--- src/rtl/arcade_io_pkg.sv ---
package arcade_io_pkg;

	////////////////////
	// widths
	////////////////////

	localparam int RGB_W    = 6;   // bits per VGA colour channel.
	localparam int STATUS_W = 32;  // menu status word.

	// bit positions in the menu status word.
	localparam int STATUS_RESET_BIT      = 0;
	localparam int STATUS_TEST_BIT       = 1;
	localparam int STATUS_MENU_RESET_BIT = 6;

	////////////////////
	// PS/2 set 2 scan codes
	////////////////////

	localparam logic [7:0] SC_BREAK = 8'hF0;
	localparam logic [7:0] SC_EXT   = 8'hE0;
	localparam logic [7:0] SC_UP    = 8'h75;  // after E0.
	localparam logic [7:0] SC_DOWN  = 8'h72;  // after E0.
	localparam logic [7:0] SC_LEFT  = 8'h6B;  // after E0.
	localparam logic [7:0] SC_RIGHT = 8'h74;  // after E0.
	localparam logic [7:0] SC_SPACE = 8'h29;
	localparam logic [7:0] SC_1     = 8'h16;
	localparam logic [7:0] SC_2     = 8'h1E;
	localparam logic [7:0] SC_5     = 8'h2E;

	////////////////////
	// shared types
	////////////////////

	// active high with right in bit 0 as on the MiST joystick word.
	typedef struct packed {
		logic coin;
		logic start2;
		logic start1;
		logic fire;
		logic up;
		logic down;
		logic left;
		logic right;
	} joy_t;

	typedef struct packed {
		logic [7:0] data;
		logic       parity_ok;  // clear on a parity or stop bit error.
	} scan_t;

	// game inputs are all active low.
	typedef struct packed {
		logic up_n;
		logic down_n;
		logic left_n;
		logic right_n;
		logic fire_n;
		logic start1_n;
		logic start2_n;
		logic coin_n;
		logic test_n;
	} controls_t;

	typedef struct packed {
		logic pixel;
		logic hs;
		logic vs;
		logic hb;
		logic vb;
	} video_in_t;

	typedef struct packed {
		logic [RGB_W-1:0] r;
		logic [RGB_W-1:0] g;
		logic [RGB_W-1:0] b;
	} rgb_t;

endpackage

--- src/rtl/ps2_receiver.sv ---
`timescale 1ns/1ps

module ps2_receiver #(
	parameter int SYNC_STAGES = 2
) (
	input  logic                 clk_sys,
	input  logic                 rst_n,
	input  logic                 ps2_clk,
	input  logic                 ps2_data,
	output arcade_io_pkg::scan_t scan,
	output logic                 scan_valid
);

	import arcade_io_pkg::*;

	localparam logic [3:0] PARITY_BIT = 4'd9;
	localparam logic [3:0] STOP_BIT   = 4'd10;

	logic [SYNC_STAGES-1:0] clk_sync;
	logic [SYNC_STAGES-1:0] data_sync;
	logic                   clk_prev;
	logic                   fall_q;
	logic                   bit_q;
	logic [3:0]             bit_cnt;
	logic [7:0]             shift_reg;
	logic                   parity_bit;
	logic [11:0]            stall_cnt;
	scan_t                  scan_next;

	////////////////////
	// pin synchronizer
	////////////////////

	// both lines idle high, so the chain starts high and shows no false edge.
	always_ff @(posedge clk_sys) begin
		if (!rst_n) begin
			clk_sync  <= '1;
			data_sync <= '1;
			clk_prev  <= 1'b1;
			fall_q    <= 1'b0;
		end else begin
			clk_sync  <= {clk_sync[SYNC_STAGES-2:0], ps2_clk};
			data_sync <= {data_sync[SYNC_STAGES-2:0], ps2_data};
			clk_prev  <= clk_sync[SYNC_STAGES-1];
			fall_q    <= clk_prev & ~clk_sync[SYNC_STAGES-1];  // registered falling edge.
		end
	end

	// data is delayed alongside the edge strobe.
	always_ff @(posedge clk_sys) begin
		bit_q <= data_sync[SYNC_STAGES-1];
	end

	////////////////////
	// frame assembly
	////////////////////

	always_comb begin
		scan_next.data      = shift_reg;
		scan_next.parity_ok = (^{shift_reg, parity_bit}) & bit_q;  // odd parity and stop high.
	end

	always_ff @(posedge clk_sys) begin
		if (!rst_n) begin
			bit_cnt    <= '0;
			stall_cnt  <= '0;
			scan_valid <= 1'b0;
		end else begin
			scan_valid <= 1'b0;
			if (fall_q) begin
				stall_cnt <= '0;
				if (bit_cnt == 4'd0) begin
					if (!bit_q) begin
						bit_cnt <= 4'd1;  // start bit seen.
					end
				end else if (bit_cnt == STOP_BIT) begin
					bit_cnt    <= 4'd0;
					scan_valid <= 1'b1;
				end else begin
					bit_cnt <= bit_cnt + 4'd1;
				end
			end else if (bit_cnt != 4'd0) begin
				// a keyboard unplugged mid frame must not hang the receiver.
				if (&stall_cnt) begin
					bit_cnt   <= 4'd0;
					stall_cnt <= '0;
				end else begin
					stall_cnt <= stall_cnt + 12'd1;
				end
			end
		end
	end

	always_ff @(posedge clk_sys) begin
		if (fall_q) begin
			if (bit_cnt >= 4'd1 && bit_cnt <= 4'd8) begin
				shift_reg <= {bit_q, shift_reg[7:1]};  // LSB arrives first.
			end
			if (bit_cnt == PARITY_BIT) begin
				parity_bit <= bit_q;
			end
			if (bit_cnt == STOP_BIT) begin
				scan <= scan_next;
			end
		end
	end

endmodule

--- src/rtl/key_mapper.sv ---
`timescale 1ns/1ps

module key_mapper (
	input  logic                 clk_sys,
	input  logic                 rst_n,
	input  arcade_io_pkg::scan_t scan,
	input  logic                 scan_valid,
	output arcade_io_pkg::joy_t  keys
);

	import arcade_io_pkg::*;

	logic break_pending;
	logic ext_pending;
	joy_t hit;

	////////////////////
	// code lookup
	////////////////////

	// arrows live behind E0. The same codes without it are keypad keys.
	always_comb begin
		hit = '0;
		if (ext_pending) begin
			hit.up    = (scan.data == SC_UP);
			hit.down  = (scan.data == SC_DOWN);
			hit.left  = (scan.data == SC_LEFT);
			hit.right = (scan.data == SC_RIGHT);
		end else begin
			hit.fire   = (scan.data == SC_SPACE);
			hit.start1 = (scan.data == SC_1);
			hit.start2 = (scan.data == SC_2);
			hit.coin   = (scan.data == SC_5);
		end
	end

	////////////////////
	// held key state
	////////////////////

	always_ff @(posedge clk_sys) begin
		if (!rst_n) begin
			keys          <= '0;
			break_pending <= 1'b0;
			ext_pending   <= 1'b0;
		end else if (scan_valid) begin
			if (!scan.parity_ok) begin
				// a damaged byte cannot be trusted to belong to the prefix.
				break_pending <= 1'b0;
				ext_pending   <= 1'b0;
			end else if (scan.data == SC_BREAK) begin
				break_pending <= 1'b1;  // E0 F0 xx keeps the extended flag.
			end else if (scan.data == SC_EXT) begin
				ext_pending <= 1'b1;
			end else begin
				if (break_pending) begin
					keys <= keys & ~hit;
				end else begin
					keys <= keys | hit;
				end
				break_pending <= 1'b0;
				ext_pending   <= 1'b0;
			end
		end
	end

endmodule

--- src/rtl/control_merge.sv ---
`timescale 1ns/1ps

module control_merge (
	input  logic                                 clk_sys,
	input  logic                                 rst_n,
	input  arcade_io_pkg::joy_t                  keys,
	input  arcade_io_pkg::joy_t                  joystick_0,
	input  arcade_io_pkg::joy_t                  joystick_1,
	input  logic [arcade_io_pkg::STATUS_W-1:0]   status,
	input  logic                                 button_reset,
	output arcade_io_pkg::controls_t             controls,
	output logic                                 game_reset_n
);

	import arcade_io_pkg::*;

	joy_t pressed;
	logic reset_req;
	logic out_of_reset;

	// any source pressing a control activates it.
	assign pressed = keys | joystick_0 | joystick_1;

	assign reset_req = status[STATUS_RESET_BIT] | status[STATUS_MENU_RESET_BIT] | button_reset;

	always_ff @(posedge clk_sys) begin
		if (!rst_n) begin
			controls     <= '1;  // every input released.
			out_of_reset <= 1'b0;
			game_reset_n <= 1'b0;
		end else begin
			controls.up_n     <= ~pressed.up;
			controls.down_n   <= ~pressed.down;
			controls.left_n   <= ~pressed.left;
			controls.right_n  <= ~pressed.right;
			controls.fire_n   <= ~pressed.fire;
			controls.start1_n <= ~pressed.start1;
			controls.start2_n <= ~pressed.start2;
			controls.coin_n   <= ~pressed.coin;
			controls.test_n   <= ~status[STATUS_TEST_BIT];
			out_of_reset      <= 1'b1;
			// the game core is held one more cycle so its inputs settle first.
			game_reset_n <= out_of_reset & ~reset_req;
		end
	end

endmodule

--- src/rtl/audio_dac.sv ---
`timescale 1ns/1ps

module audio_dac #(
	parameter int AUDIO_W = 8
) (
	input  logic               clk_sys,
	input  logic               rst_n,
	input  logic [AUDIO_W-1:0] sample,
	output logic               audio_bit
);

	////////////////////
	// sigma-delta loop
	////////////////////

	// the top bit is the carry out of the last add.
	logic [AUDIO_W:0] acc;

	always_ff @(posedge clk_sys) begin
		if (!rst_n) begin
			acc       <= '0;
			audio_bit <= 1'b0;
		end else begin
			acc       <= {1'b0, acc[AUDIO_W-1:0]} + {1'b0, sample};  // carry is dropped here.
			audio_bit <= acc[AUDIO_W];
		end
	end

	// a full scale sample gives (2**AUDIO_W - 1) ones in every 2**AUDIO_W cycles.

endmodule

--- src/rtl/mono_video_out.sv ---
`timescale 1ns/1ps

module mono_video_out (
	input  logic                     clk_sys,
	input  logic                     rst_n,
	input  arcade_io_pkg::video_in_t video,
	output arcade_io_pkg::rgb_t      rgb,
	output logic                     vga_hs,
	output logic                     vga_vs
);

	import arcade_io_pkg::*;

	logic blank_n;
	logic grey;

	assign blank_n = ~(video.hb | video.vb);
	assign grey    = video.pixel & blank_n;  // black outside the active area.

	////////////////////
	// output register
	////////////////////

	// sync shares the pixel register so both reach the monitor together.
	always_ff @(posedge clk_sys) begin
		if (!rst_n) begin
			rgb    <= '0;
			vga_hs <= 1'b0;
			vga_vs <= 1'b0;
		end else begin
			rgb.r  <= {RGB_W{grey}};
			rgb.g  <= {RGB_W{grey}};
			rgb.b  <= {RGB_W{grey}};
			vga_hs <= video.hs;
			vga_vs <= video.vs;
		end
	end

endmodule

--- src/rtl/arcade_io_top.sv ---
`timescale 1ns/1ps

module arcade_io_top #(
	parameter int AUDIO_W     = 8,
	parameter int SYNC_STAGES = 2
) (
	input  logic                               clk_sys,
	input  logic                               rst_n,
	input  logic                               ps2_clk,
	input  logic                               ps2_data,
	input  arcade_io_pkg::joy_t                joystick_0,
	input  arcade_io_pkg::joy_t                joystick_1,
	input  logic [arcade_io_pkg::STATUS_W-1:0] status,
	input  logic                               button_reset,
	input  logic [AUDIO_W-1:0]                 sample,
	input  arcade_io_pkg::video_in_t           video,
	output arcade_io_pkg::controls_t           controls,
	output logic                               game_reset_n,
	output logic                               audio_bit,
	output arcade_io_pkg::rgb_t                rgb,
	output logic                               vga_hs,
	output logic                               vga_vs
);

	import arcade_io_pkg::*;

	scan_t scan;
	logic  scan_valid;
	joy_t  keys;

	////////////////////
	// control pipeline
	////////////////////

	ps2_receiver #(
		.SYNC_STAGES (SYNC_STAGES)
	) ps2_receiver_i (
		.clk_sys    (clk_sys),
		.rst_n      (rst_n),
		.ps2_clk    (ps2_clk),
		.ps2_data   (ps2_data),
		.scan       (scan),
		.scan_valid (scan_valid)
	);

	key_mapper key_mapper_i (
		.clk_sys    (clk_sys),
		.rst_n      (rst_n),
		.scan       (scan),
		.scan_valid (scan_valid),
		.keys       (keys)
	);

	control_merge control_merge_i (
		.clk_sys      (clk_sys),
		.rst_n        (rst_n),
		.keys         (keys),
		.joystick_0   (joystick_0),
		.joystick_1   (joystick_1),
		.status       (status),
		.button_reset (button_reset),
		.controls     (controls),
		.game_reset_n (game_reset_n)
	);

	////////////////////
	// audio and video
	////////////////////

	audio_dac #(
		.AUDIO_W (AUDIO_W)
	) audio_dac_i (
		.clk_sys   (clk_sys),
		.rst_n     (rst_n),
		.sample    (sample),
		.audio_bit (audio_bit)
	);

	mono_video_out mono_video_out_i (
		.clk_sys (clk_sys),
		.rst_n   (rst_n),
		.video   (video),
		.rgb     (rgb),
		.vga_hs  (vga_hs),
		.vga_vs  (vga_vs)
	);

endmodule

--- config.mk ---
export PLATFORM = sky130hd
export DESIGN_NAME = arcade_io_top
export DESIGN_NICKNAME = d
export VERILOG_FILES = /design/src/rtl/arcade_io_pkg.sv /design/src/rtl/ps2_receiver.sv /design/src/rtl/key_mapper.sv /design/src/rtl/control_merge.sv /design/src/rtl/audio_dac.sv /design/src/rtl/mono_video_out.sv /design/src/rtl/arcade_io_top.sv
export SDC_FILE = /design/constraint.sdc
export NUM_CORES = 1
export LEC_CHECK = 0
export ABC_AREA = 1
export BUFFER_PORTS_ARGS = -buffer_cell sky130_fd_sc_hd__buf_2
export CORE_ASPECT_RATIO = 1.2
export CORE_MARGIN = 2
export CORE_UTILIZATION = 30
export DETAILED_ROUTE_END_ITERATION = 10
export PLACE_DENSITY_LB_ADDON = 0.25
export SLEW_MARGIN = 20
export SYNTH_ARGS = -nofsm -noshare
export SYNTH_HDL_FRONTEND = slang
export SYNTH_SLANG_ARGS = --single-unit
--- constraint.sdc ---
create_clock -name clk_sys -period 3.4 [get_ports clk_sys]
set_input_delay 0.17 -clock clk_sys [delete_from_list [all_inputs] [get_ports clk_sys]]
set_output_delay 0.17 -clock clk_sys [all_outputs]
set_load 0.01 [all_outputs]
==> results of run 1 <==
## layer usage
layer / GRT usage [%] / share of wire (%)
met3: 3.84 / 5.1
met4: 4.67 / 1.9
met5: 0 / 0
met2: 18.5 / 48
met1: 12.2 / 45
## cells in the final DEF (no fill, tap or decap), drive strengths merged
cell type    Yosys  routed
dlygate4sd3      0      11
edfxtp          18      18
o21a             1       1
clkbuf           3      14
fa               1       1
o211ai           1       1
inv             47      47
nor3             9       9
buf             20      67
xor2             4       4
nand3           33      33
dfxtp           58      58
nor2            49      49
nor3b            3       3
o31ai            8       8
o21ai            8       8
clkinv           1       3
a21oi           32      32
nand3b           2       2
xnor2            3       3
or2              6       6
a21o             1       1
ha               9       9
a21boi           1       1
nand4            8       8
nand2           86      86
## kinds of logic (layout without fill, tap and decap cells)
group	count (synthesis)	count (layout)	synth area share, %
XOR/XNOR	7	7	1.76
AO/OA/AOI/OAI	52	52	8.66
flip-flops	76	76	48.9
buffers and inverters	71	142	9.92
adder cells (fa/ha/maj)	10	10	3.81
AND/OR/NAND/NOR	196	196	27.0
## final timing paths
kind,startpoint,endpoint,slack (ps)
max,ps2_receiver_i.bit_cnt[1]$_SDFFE_PN0P_,ps2_receiver_i.shift_reg[5]$_DFFE_PP_,1430
min,joystick_1[6],control_merge_i.controls[2]$_SDFF_PN1_,20
max reg2reg,ps2_receiver_i.bit_cnt[1]$_SDFFE_PN0P_,ps2_receiver_i.shift_reg[5]$_DFFE_PP_,1430
min reg2reg,ps2_receiver_i.data_sync[1]$_SDFF_PN1_,ps2_receiver_i.bit_q$_DFF_P_,320
## stage by stage
stage / power [uW] / setup slack (ps) / util, % / instances / hold WS [ps]
4_1_cts: 2060 / 1370 / 36.9 / 640 / 2.03
6_report: 2020 / 1430 / 36.9 / 640 / 19.6
3_5_place_dp: 1180 / 1340 / 33.6 / 613 / 319
5_1_grt: 2130 / 1270 / 36.9 / 640 / 8.00
2_1_floorplan: 1120 / 1710 / - / 412 / 198
3_3_place_gp: 1170 / 1410 / 33.6 / 613 / 314
## final cells by class
| cell class | instances | area [sq um] | area share [%] |
|---|---|---|---|
| Clock buffer | 14 | 258 | 6.09 |
| Timing Repair Buffer | 78 | 445 | 10.5 |
| Inverter | 48 | 185 | 4.38 |
| Tap cell | 157 | 196 | 4.64 |
| Clock inverter | 2 | 10.0 | 0.237 |
| Multi-Input combinational cell | 265 | 1430 | 33.9 |
| Sequential cell | 76 | 1700 | 40.2 |
## power groups by stage
stage               combinational, uW  sequential (uW)  clock (uW)
floorplan                         130              993           0
CTS                               197              970         896
global placement                  182              989           0
finish                            193              970         854
global route                      226              974         928
detailed placement                186              990           0
## timing repair
action | CTS | global route
hold buffers | 11 | 0
resized for setup | 0 | 0
hold endpoints to repair | 9 | 0
==> flow_summary.json, run 1 <==
{
  "dp_hpwl_um": 4550,
  "setup_viol": 0,
  "cts_buffers": 9,
  "dr.pass1.iters": 4,
  "p_sw_uw": 451,
  "cts_buffer_depth": 2,
  "post_cts_buffers": 0,
  "yosys.area.top_type": "dfxtp_1",
  "p_int_uw": 1570,
  "cp.depth": 4,
  "comb_power_share_pct": 9.6,
  "clkPwrFrac_pct": 42.3,
  "drt_wl_total_um": 6190,
  "tightest_slew_ps": 1040,
  "critPathKind": "reg2reg",
  "hp-class": "in2reg",
  "cpPeakStageDelay_ps": 820,
  "root_buffer": "clkbuf_16",
  "p_sw_share_pct": 22.3,
  "period_minus_slack_ps": 1970,
  "worstHoldPathCells": 2,
  "placed_cell_area_sq_um": 3850,
  "synthTopCellsByCount": "nand2_1 (82), dfxtp_1 (58), inv_1 (45)",
  "fin_tns_setup_ps": 0,
  "clk_pin_slew_ps": 50,
  "cts_sinks": 76,
  "slew_viol_final": 0,
  "drc": 0,
  "synth-seq-cells": 76,
  "final_area_sq_um": 4230,
  "crit_slowest_cell": "nor3_1",
  "path_cells": "nor2_4, nand2_8, inv_6, nor3_1",
  "arrival_ps": 1920,
  "ioPinCount": 97,
  "cts_htree_levels": 3,
  "synth-edff-count": 18,
  "final_layout_size_suffix_gt1_share_pct": 21.3,
  "wl_per_cell_um": 9.67,
  "maxCapViolations": 0,
  "nets": 554,
  "antenna_found_initial": 0,
  "num-fill-cells": 1174,
  "grt.overflow.total": 0,
  "vias": 2751,
  "row_count": 43,
  "power.density_nw_per_um2": 477,
  "syn_nets": 488,
  "rsz0062_at_grt": "no",
  "ant_nets": 0,
  "yosysWarningCount": 0,
  "leakage_uw": 0.00187,
  "grt_pass1_wl_um": 10800,
  "vias_per_cell": 4.30,
  "cp.required_ps": 3340,
  "yosys.cell_count.top_type": "nand2_1",
  "fmax_mhz": 507,
  "synth_seq_area_share_pct": 48.9,
  "end_kind": "flip-flop",
  "cts_tree": "done",
  "grt_max_degree": 31,
  "portBuffers": 67,
  "crit_buf_inv": 1,
  "synth_top_area_share_pct": 33.4,
  "core_area_sq_um": 11500,
  "sequentialPowerShare_pct": 48.1,
  "syn_area_sq_um": 3480,
  "avgSynthCellArea_sq_um": 8.45,
  "die_y_um": 122,
  "hold_viol": 0,
  "yosys-top-cells-area": "dfxtp_1 (33%), edfxtp_1 (16%), nand2_1 (8.8%)",
  "drtIter0Drc": 88,
  "synthCells": 412,
  "async_flop_share_pct": 0,
  "gp_congestion": 0.874,
  "fp.dieW_um": 102,
  "outcome": "complete, no violations",
  "skew_ps": 5.39,
  "synth_cell_types": 40,
  "grt_pass1_vias": 2569,
  "n_antenna_cell": 0,
  "worst_ir_drop_vdd_uv": 175,
  "start_util_pct": 30.4,
  "syn_to_final_growth_pct": 21.5,
  "cp_max_fo": 10,
  "worst_setup_path_start_kind": "flip-flop",
  "fin_crit_sh_pct": 58.0,
  "r2r_cells": 4,
  "worstSkewPairLatency_ps": 330,
  "slew_headroom_pct": 30.4,
  "die_area_sq_um": 12500,
  "track_usage_pct": 10.9,
  "synth_ff_type": "dfxtp_1",
  "crit_family": "simple AND/OR/NAND/NOR gates"
}
No activity file was read; power rests on OpenSTA's default activity.
==> inputs of run 2 (changes only) <==
Clock period 3.4 ns to 1.65 ns, I/O delays scaled along.
==> flow_summary.json, run 2 (synthesis gave the netlist of run 1 again) <==
{
  "dr.pass1.iters": 4,
  "fin_tns_setup_ps": 0,
  "wl_per_cell_um": 9.81,
  "clkPwrFrac_pct": 43.3,
  "cts_htree_levels": 3,
  "p_sw_uw": 967,
  "antenna_found_initial": 0,
  "p_sw_share_pct": 22.5,
  "cp_max_fo": 3,
  "grt_pass1_vias": 2610,
  "sequentialPowerShare_pct": 46.5,
  "cts_tree": "done",
  "ioPinCount": 97,
  "power.density_nw_per_um2": 969,
  "final_cell_mix": "nand2_1 (81), buf_2 (67), dfxtp_1 (58)",
  "fp.dieW_um": 102,
  "hp-class": "in2reg",
  "vias": 2841,
  "drtIter0Drc": 96,
  "min_from": "sample[0]",
  "start_util_pct": 30.4,
  "cts_buffers": 9,
  "cp.required_ps": 1880,
  "final_layout_size_suffix_gt1_share_pct": 22.7,
  "leakage_uw": 0.00196,
  "worst_ir_drop_vdd_uv": 331,
  "gp_congestion": 0.885,
  "path_cells": "ha_1, inv_1, fa_2, inv_2, nand3_1, nand2_2, nand3_1, nand2_1, nand2_1, nand2_1, nor2_1",
  "setup_viol": 0,
  "drt_wl_total_um": 6470,
  "tightest_slew_ps": 377,
  "nets": 573,
  "crit_slowest_cell": "fa_2",
  "slew_viol_final": 0,
  "rsz0062_at_grt": "no",
  "maxCapViolations": 0,
  "startpoint": "audio_dac_i.acc[0]$_SDFF_PN0_",
  "grt.overflow.total": 0,
  "root_buffer": "clkbuf_16",
  "n_antenna_cell": 0,
  "p_int_uw": 3330,
  "period_minus_slack_ps": 1520,
  "core_area_sq_um": 11500,
  "dp_hpwl_um": 4660,
  "row_count": 43,
  "cpPeakStageDelay_ps": 330,
  "skew_ps": 4.01,
  "drc": 0,
  "portBuffers": 67,
  "end_kind": "flip-flop",
  "grt_max_degree": 30,
  "arrival_ps": 1750,
  "slew_headroom_pct": 74.8,
  "final_area_sq_um": 4440,
  "post_cts_buffers": 0,
  "crit_buf_inv": 2,
  "placed_cell_area_sq_um": 3890,
  "crit_family": "simple AND/OR/NAND/NOR gates",
  "clk_pin_slew_ps": 60,
  "die_y_um": 122,
  "cts_buffer_depth": 2,
  "die_area_sq_um": 12500,
  "cp_common_cell": "nand2_1",
  "r2r-start": "audio_dac_i.acc[0]$_SDFF_PN0_",
  "outcome": "complete, no violations",
  "worst_setup_path_start_kind": "flip-flop",
  "hold_viol": 0,
  "layout.cells.most_common": "nand2_1",
  "comb_power_share_pct": 10.2,
  "fmax_mhz": 657,
  "track_usage_pct": 11.1,
  "worstSkewPairLatency_ps": 330,
  "vias_per_cell": 4.31,
  "fin_crit_sh_pct": 92.2,
  "critPathKind": "reg2reg",
  "grt_pass1_wl_um": 11000,
  "cts_sinks": 76,
  "syn_to_final_growth_pct": 27.5,
  "ant_nets": 0
}
-- run 2: power by group through the flow --
stage               clock network (uW)  registers, uW  logic, uW
finish                            1860           2000        440
global route                      1990           2000        517
CTS                               1920           2000        435
detailed placement                   0           2040        388
global placement                     0           2040        382
floorplan                            0           2050        267
-- run 2: final cells by class --
cell class | count | area [sq um]
Clock inverter | 7 | 57.6
Clock buffer | 9 | 225
Tap cell | 157 | 196
Timing Repair Buffer | 97 | 623
Sequential cell | 76 | 1700
Multi-Input combinational cell | 265 | 1450
Fill cell | 1146 | 7020
Inverter | 48 | 185
-- run 2: path summary, 6_finish.rpt --
check,to,slack (ps),cells after the start
min reg2reg,ps2_receiver_i.bit_q$_DFF_P_,340,0
min,audio_dac_i.acc[0]$_SDFF_PN0_,80,4
max,audio_dac_i.acc[6]$_SDFF_PN0_,130,11
max reg2reg,audio_dac_i.acc[6]$_SDFF_PN0_,130,11
-- run 2: worst min-delay path, cell delays in order --
cell	delay (ps)
buf_2	90
ha_1	130
nand2_1	50
inv_1	40
-- run 2: metrics by stage --
step	total power [uW]	utilization, %	instances	setup WS [ps]	hold WS, ps
2_1_floorplan	2310	-	412	101	110
3_3_place_gp	2420	34.0	618	108	246
3_5_place_dp	2430	34.0	618	84.4	248
4_1_cts	4360	38.6	659	72.5	72.8
5_1_grt	4510	38.7	659	6.77	95.8
6_report	4300	38.7	659	128	80.3
-- run 2: repair_timing --
item	CTS	global route
endpoints found under the setup margin	0	2
hold buffers	25	0
endpoints found under the hold margin	15	0
gates resized for setup	0	4
-- run 2: layer usage --
layer  share of wire [%]  GRT usage [%]  routed length (um)
met5                   0              0                   0
met4                 1.5           4.00                  98
met3                 5.1           4.02                 330
met2                  49           19.3                3140
met1                  45           12.3                2890
==> inputs of run 3 (changes only) <==
Clock period 1.65 ns to 1.5 ns, I/O delays scaled along.
==> flow_summary.json, run 3 (synthesis gave the netlist of run 1 again) <==
{
  "p_sw_share_pct": 22.4,
  "grt_max_degree": 30,
  "worst_ir_drop_vdd_uv": 625,
  "tightest_slew_ps": 372,
  "start_util_pct": 30.4,
  "hp-class": "in2reg",
  "cp_max_fo": 2,
  "post_cts_buffers": 0,
  "wl_per_cell_um": 10.1,
  "core_area_sq_um": 11500,
  "r2r_setup_slack_ps": 60,
  "sequentialPowerShare_pct": 44.0,
  "cp.required_ps": 1720,
  "end_kind": "flip-flop",
  "worst_setup_path_start_kind": "flip-flop",
  "startpoint": "audio_dac_i.acc[0]$_SDFF_PN0_",
  "portBuffers": 67,
  "nets": 581,
  "arrival_ps": 1660,
  "post-place-cells": 626,
  "slew_headroom_pct": 75.1,
  "root_buffer": "clkbuf_16",
  "final_cell_mix": "nand2_1 (78), buf_2 (67), dfxtp_1 (57)",
  "die_y_um": 122,
  "syn_to_final_growth_pct": 31.5,
  "endpoint": "audio_dac_i.acc[6]$_SDFF_PN0_",
  "clkPwrFrac_pct": 45.2,
  "timing.rr.end": "audio_dac_i.acc[6]$_SDFF_PN0_",
  "slew_viol_final": 0,
  "die_area_sq_um": 12500,
  "final_area_sq_um": 4580,
  "final_cell_count_no_fill": 667,
  "setup_viol": 0,
  "dr.pass1.iters": 6,
  "p_sw_uw": 1120,
  "row_count": 43,
  "cts_htree_levels": 3,
  "fp.dieW_um": 102,
  "clk_pin_slew_ps": 60,
  "cts_tree": "done",
  "rsz0062_at_grt": "yes",
  "ioPinCount": 97,
  "r2r_cells": 11,
  "track_usage_pct": 11.4,
  "leakage_uw": 0.00202,
  "vias_per_cell": 4.37,
  "n_antenna_cell": 0,
  "worstSkewPairLatency_ps": 330,
  "final_layout_size_suffix_gt1_share_pct": 26.5,
  "gp_congestion": 0.872,
  "cts_sinks": 76,
  "comb_power_share_pct": 10.8,
  "vias": 2915,
  "drt_wl_total_um": 6760,
  "drtIter0Drc": 129,
  "cts_buffer_depth": 2,
  "fin_crit_sh_pct": 95.8,
  "antenna_found_initial": 0,
  "placed_cell_area_sq_um": 3960,
  "outcome": "complete, no violations",
  "cts_buffers": 9,
  "period_minus_slack_ps": 1440,
  "power_uw": 4990,
  "fin_util_pct": 39.9,
  "grt.overflow.total": 0,
  "skew_ps": 4.16,
  "power.density_nw_per_um2": 1090,
  "critPathKind": "reg2reg",
  "layout.cells.most_common": "nand2_1",
  "p_int_uw": 3880,
  "grt_pass1_wl_um": 11200,
  "ant_nets": 0,
  "grt_pass1_vias": 2664,
  "maxCapViolations": 0,
  "fmax_mhz": 696,
  "dp_hpwl_um": 4850,
  "hold_viol": 0,
  "r2r-start": "audio_dac_i.acc[0]$_SDFF_PN0_",
  "drc": 0
}
[run 3: metal layers]
layer | GRT usage [%] | vias to the layer above | part of all wire [%]
met4 | 4.33 | 0 | 1.4
met1 | 12.7 | 1314 | 44
li1 | - | 1522 | -
met3 | 3.84 | 11 | 5.4
met2 | 19.9 | 68 | 49
met5 | 0 | - | 0
[run 3: per-stage QoR]
| step | setup slack [ps] | hold slack [ps] | setup TNS, ps |
|---|---|---|---|
| after floorplan | 53.4 | 103 | 0 |
| after global placement | -0.514 | 239 | -0.514 |
| after detailed placement | -30.1 | 241 | -31.1 |
| after CTS | 21.3 | 54.1 | 0 |
| after global routing | -34.8 | 96.6 | -60.9 |
| final | 62.6 | 77.8 | 0 |
[run 3: power by group through the flow]
| stage | Clock (uW) | Sequential [uW] | Combinational, uW |
|---|---|---|---|
| 6_report | 2260 | 2200 | 539 |
| 5_1_grt | 2440 | 2210 | 614 |
| 4_1_cts | 2330 | 2200 | 507 |
| 3_5_place_dp | 0 | 2240 | 447 |
| 3_3_place_gp | 0 | 2240 | 438 |
| 2_1_floorplan | 0 | 2250 | 294 |
[run 3: repair_timing]
item	CTS	global route
hold buffers	25	0
pin swaps	2	3
hold endpoints to repair	15	0
gates resized for setup	4	12
endpoints found under the setup margin	2	16
[run 3: how the worst min path moves through the flow]
stage / startpoint / end / slack, ps / depth (start not counted)
after floorplan: rst_n / control_merge_i.out_of_reset$_DFF_P_ / 100 / 0
after global placement: video[1] / mono_video_out_i.rgb[12]$_SDFF_PN0_ / 240 / 2
after detailed placement: status[6] / control_merge_i.game_reset_n$_SDFF_PN0_ / 240 / 2
after CTS: sample[0] / audio_dac_i.acc[0]$_SDFF_PN0_ / 50 / 4
after global routing: sample[0] / audio_dac_i.acc[0]$_SDFF_PN0_ / 100 / 4
final: sample[0] / audio_dac_i.acc[0]$_SDFF_PN0_ / 80 / 4
[run 3: final cells by class]
cell class | count | area [sq um]
multi-input combinational | 265 | 1490
tap | 157 | 196
fill | 1176 | 6880
inverter | 48 | 185
clock inverter | 7 | 91.3
clock buffer | 9 | 225
timing repair buffer | 105 | 683
sequential | 76 | 1700
[run 3: worst max-delay path, stage by stage, from the launching register on]
cell,delay [ps]
dfxtp_2,340
ha_4,130
inv_2,30
fa_2,340
inv_2,60
nand3_2,60
nand2_2,80
nand3_2,60
nand2_2,80
nand2_2,60
nand2_1,60
nor2_1,40
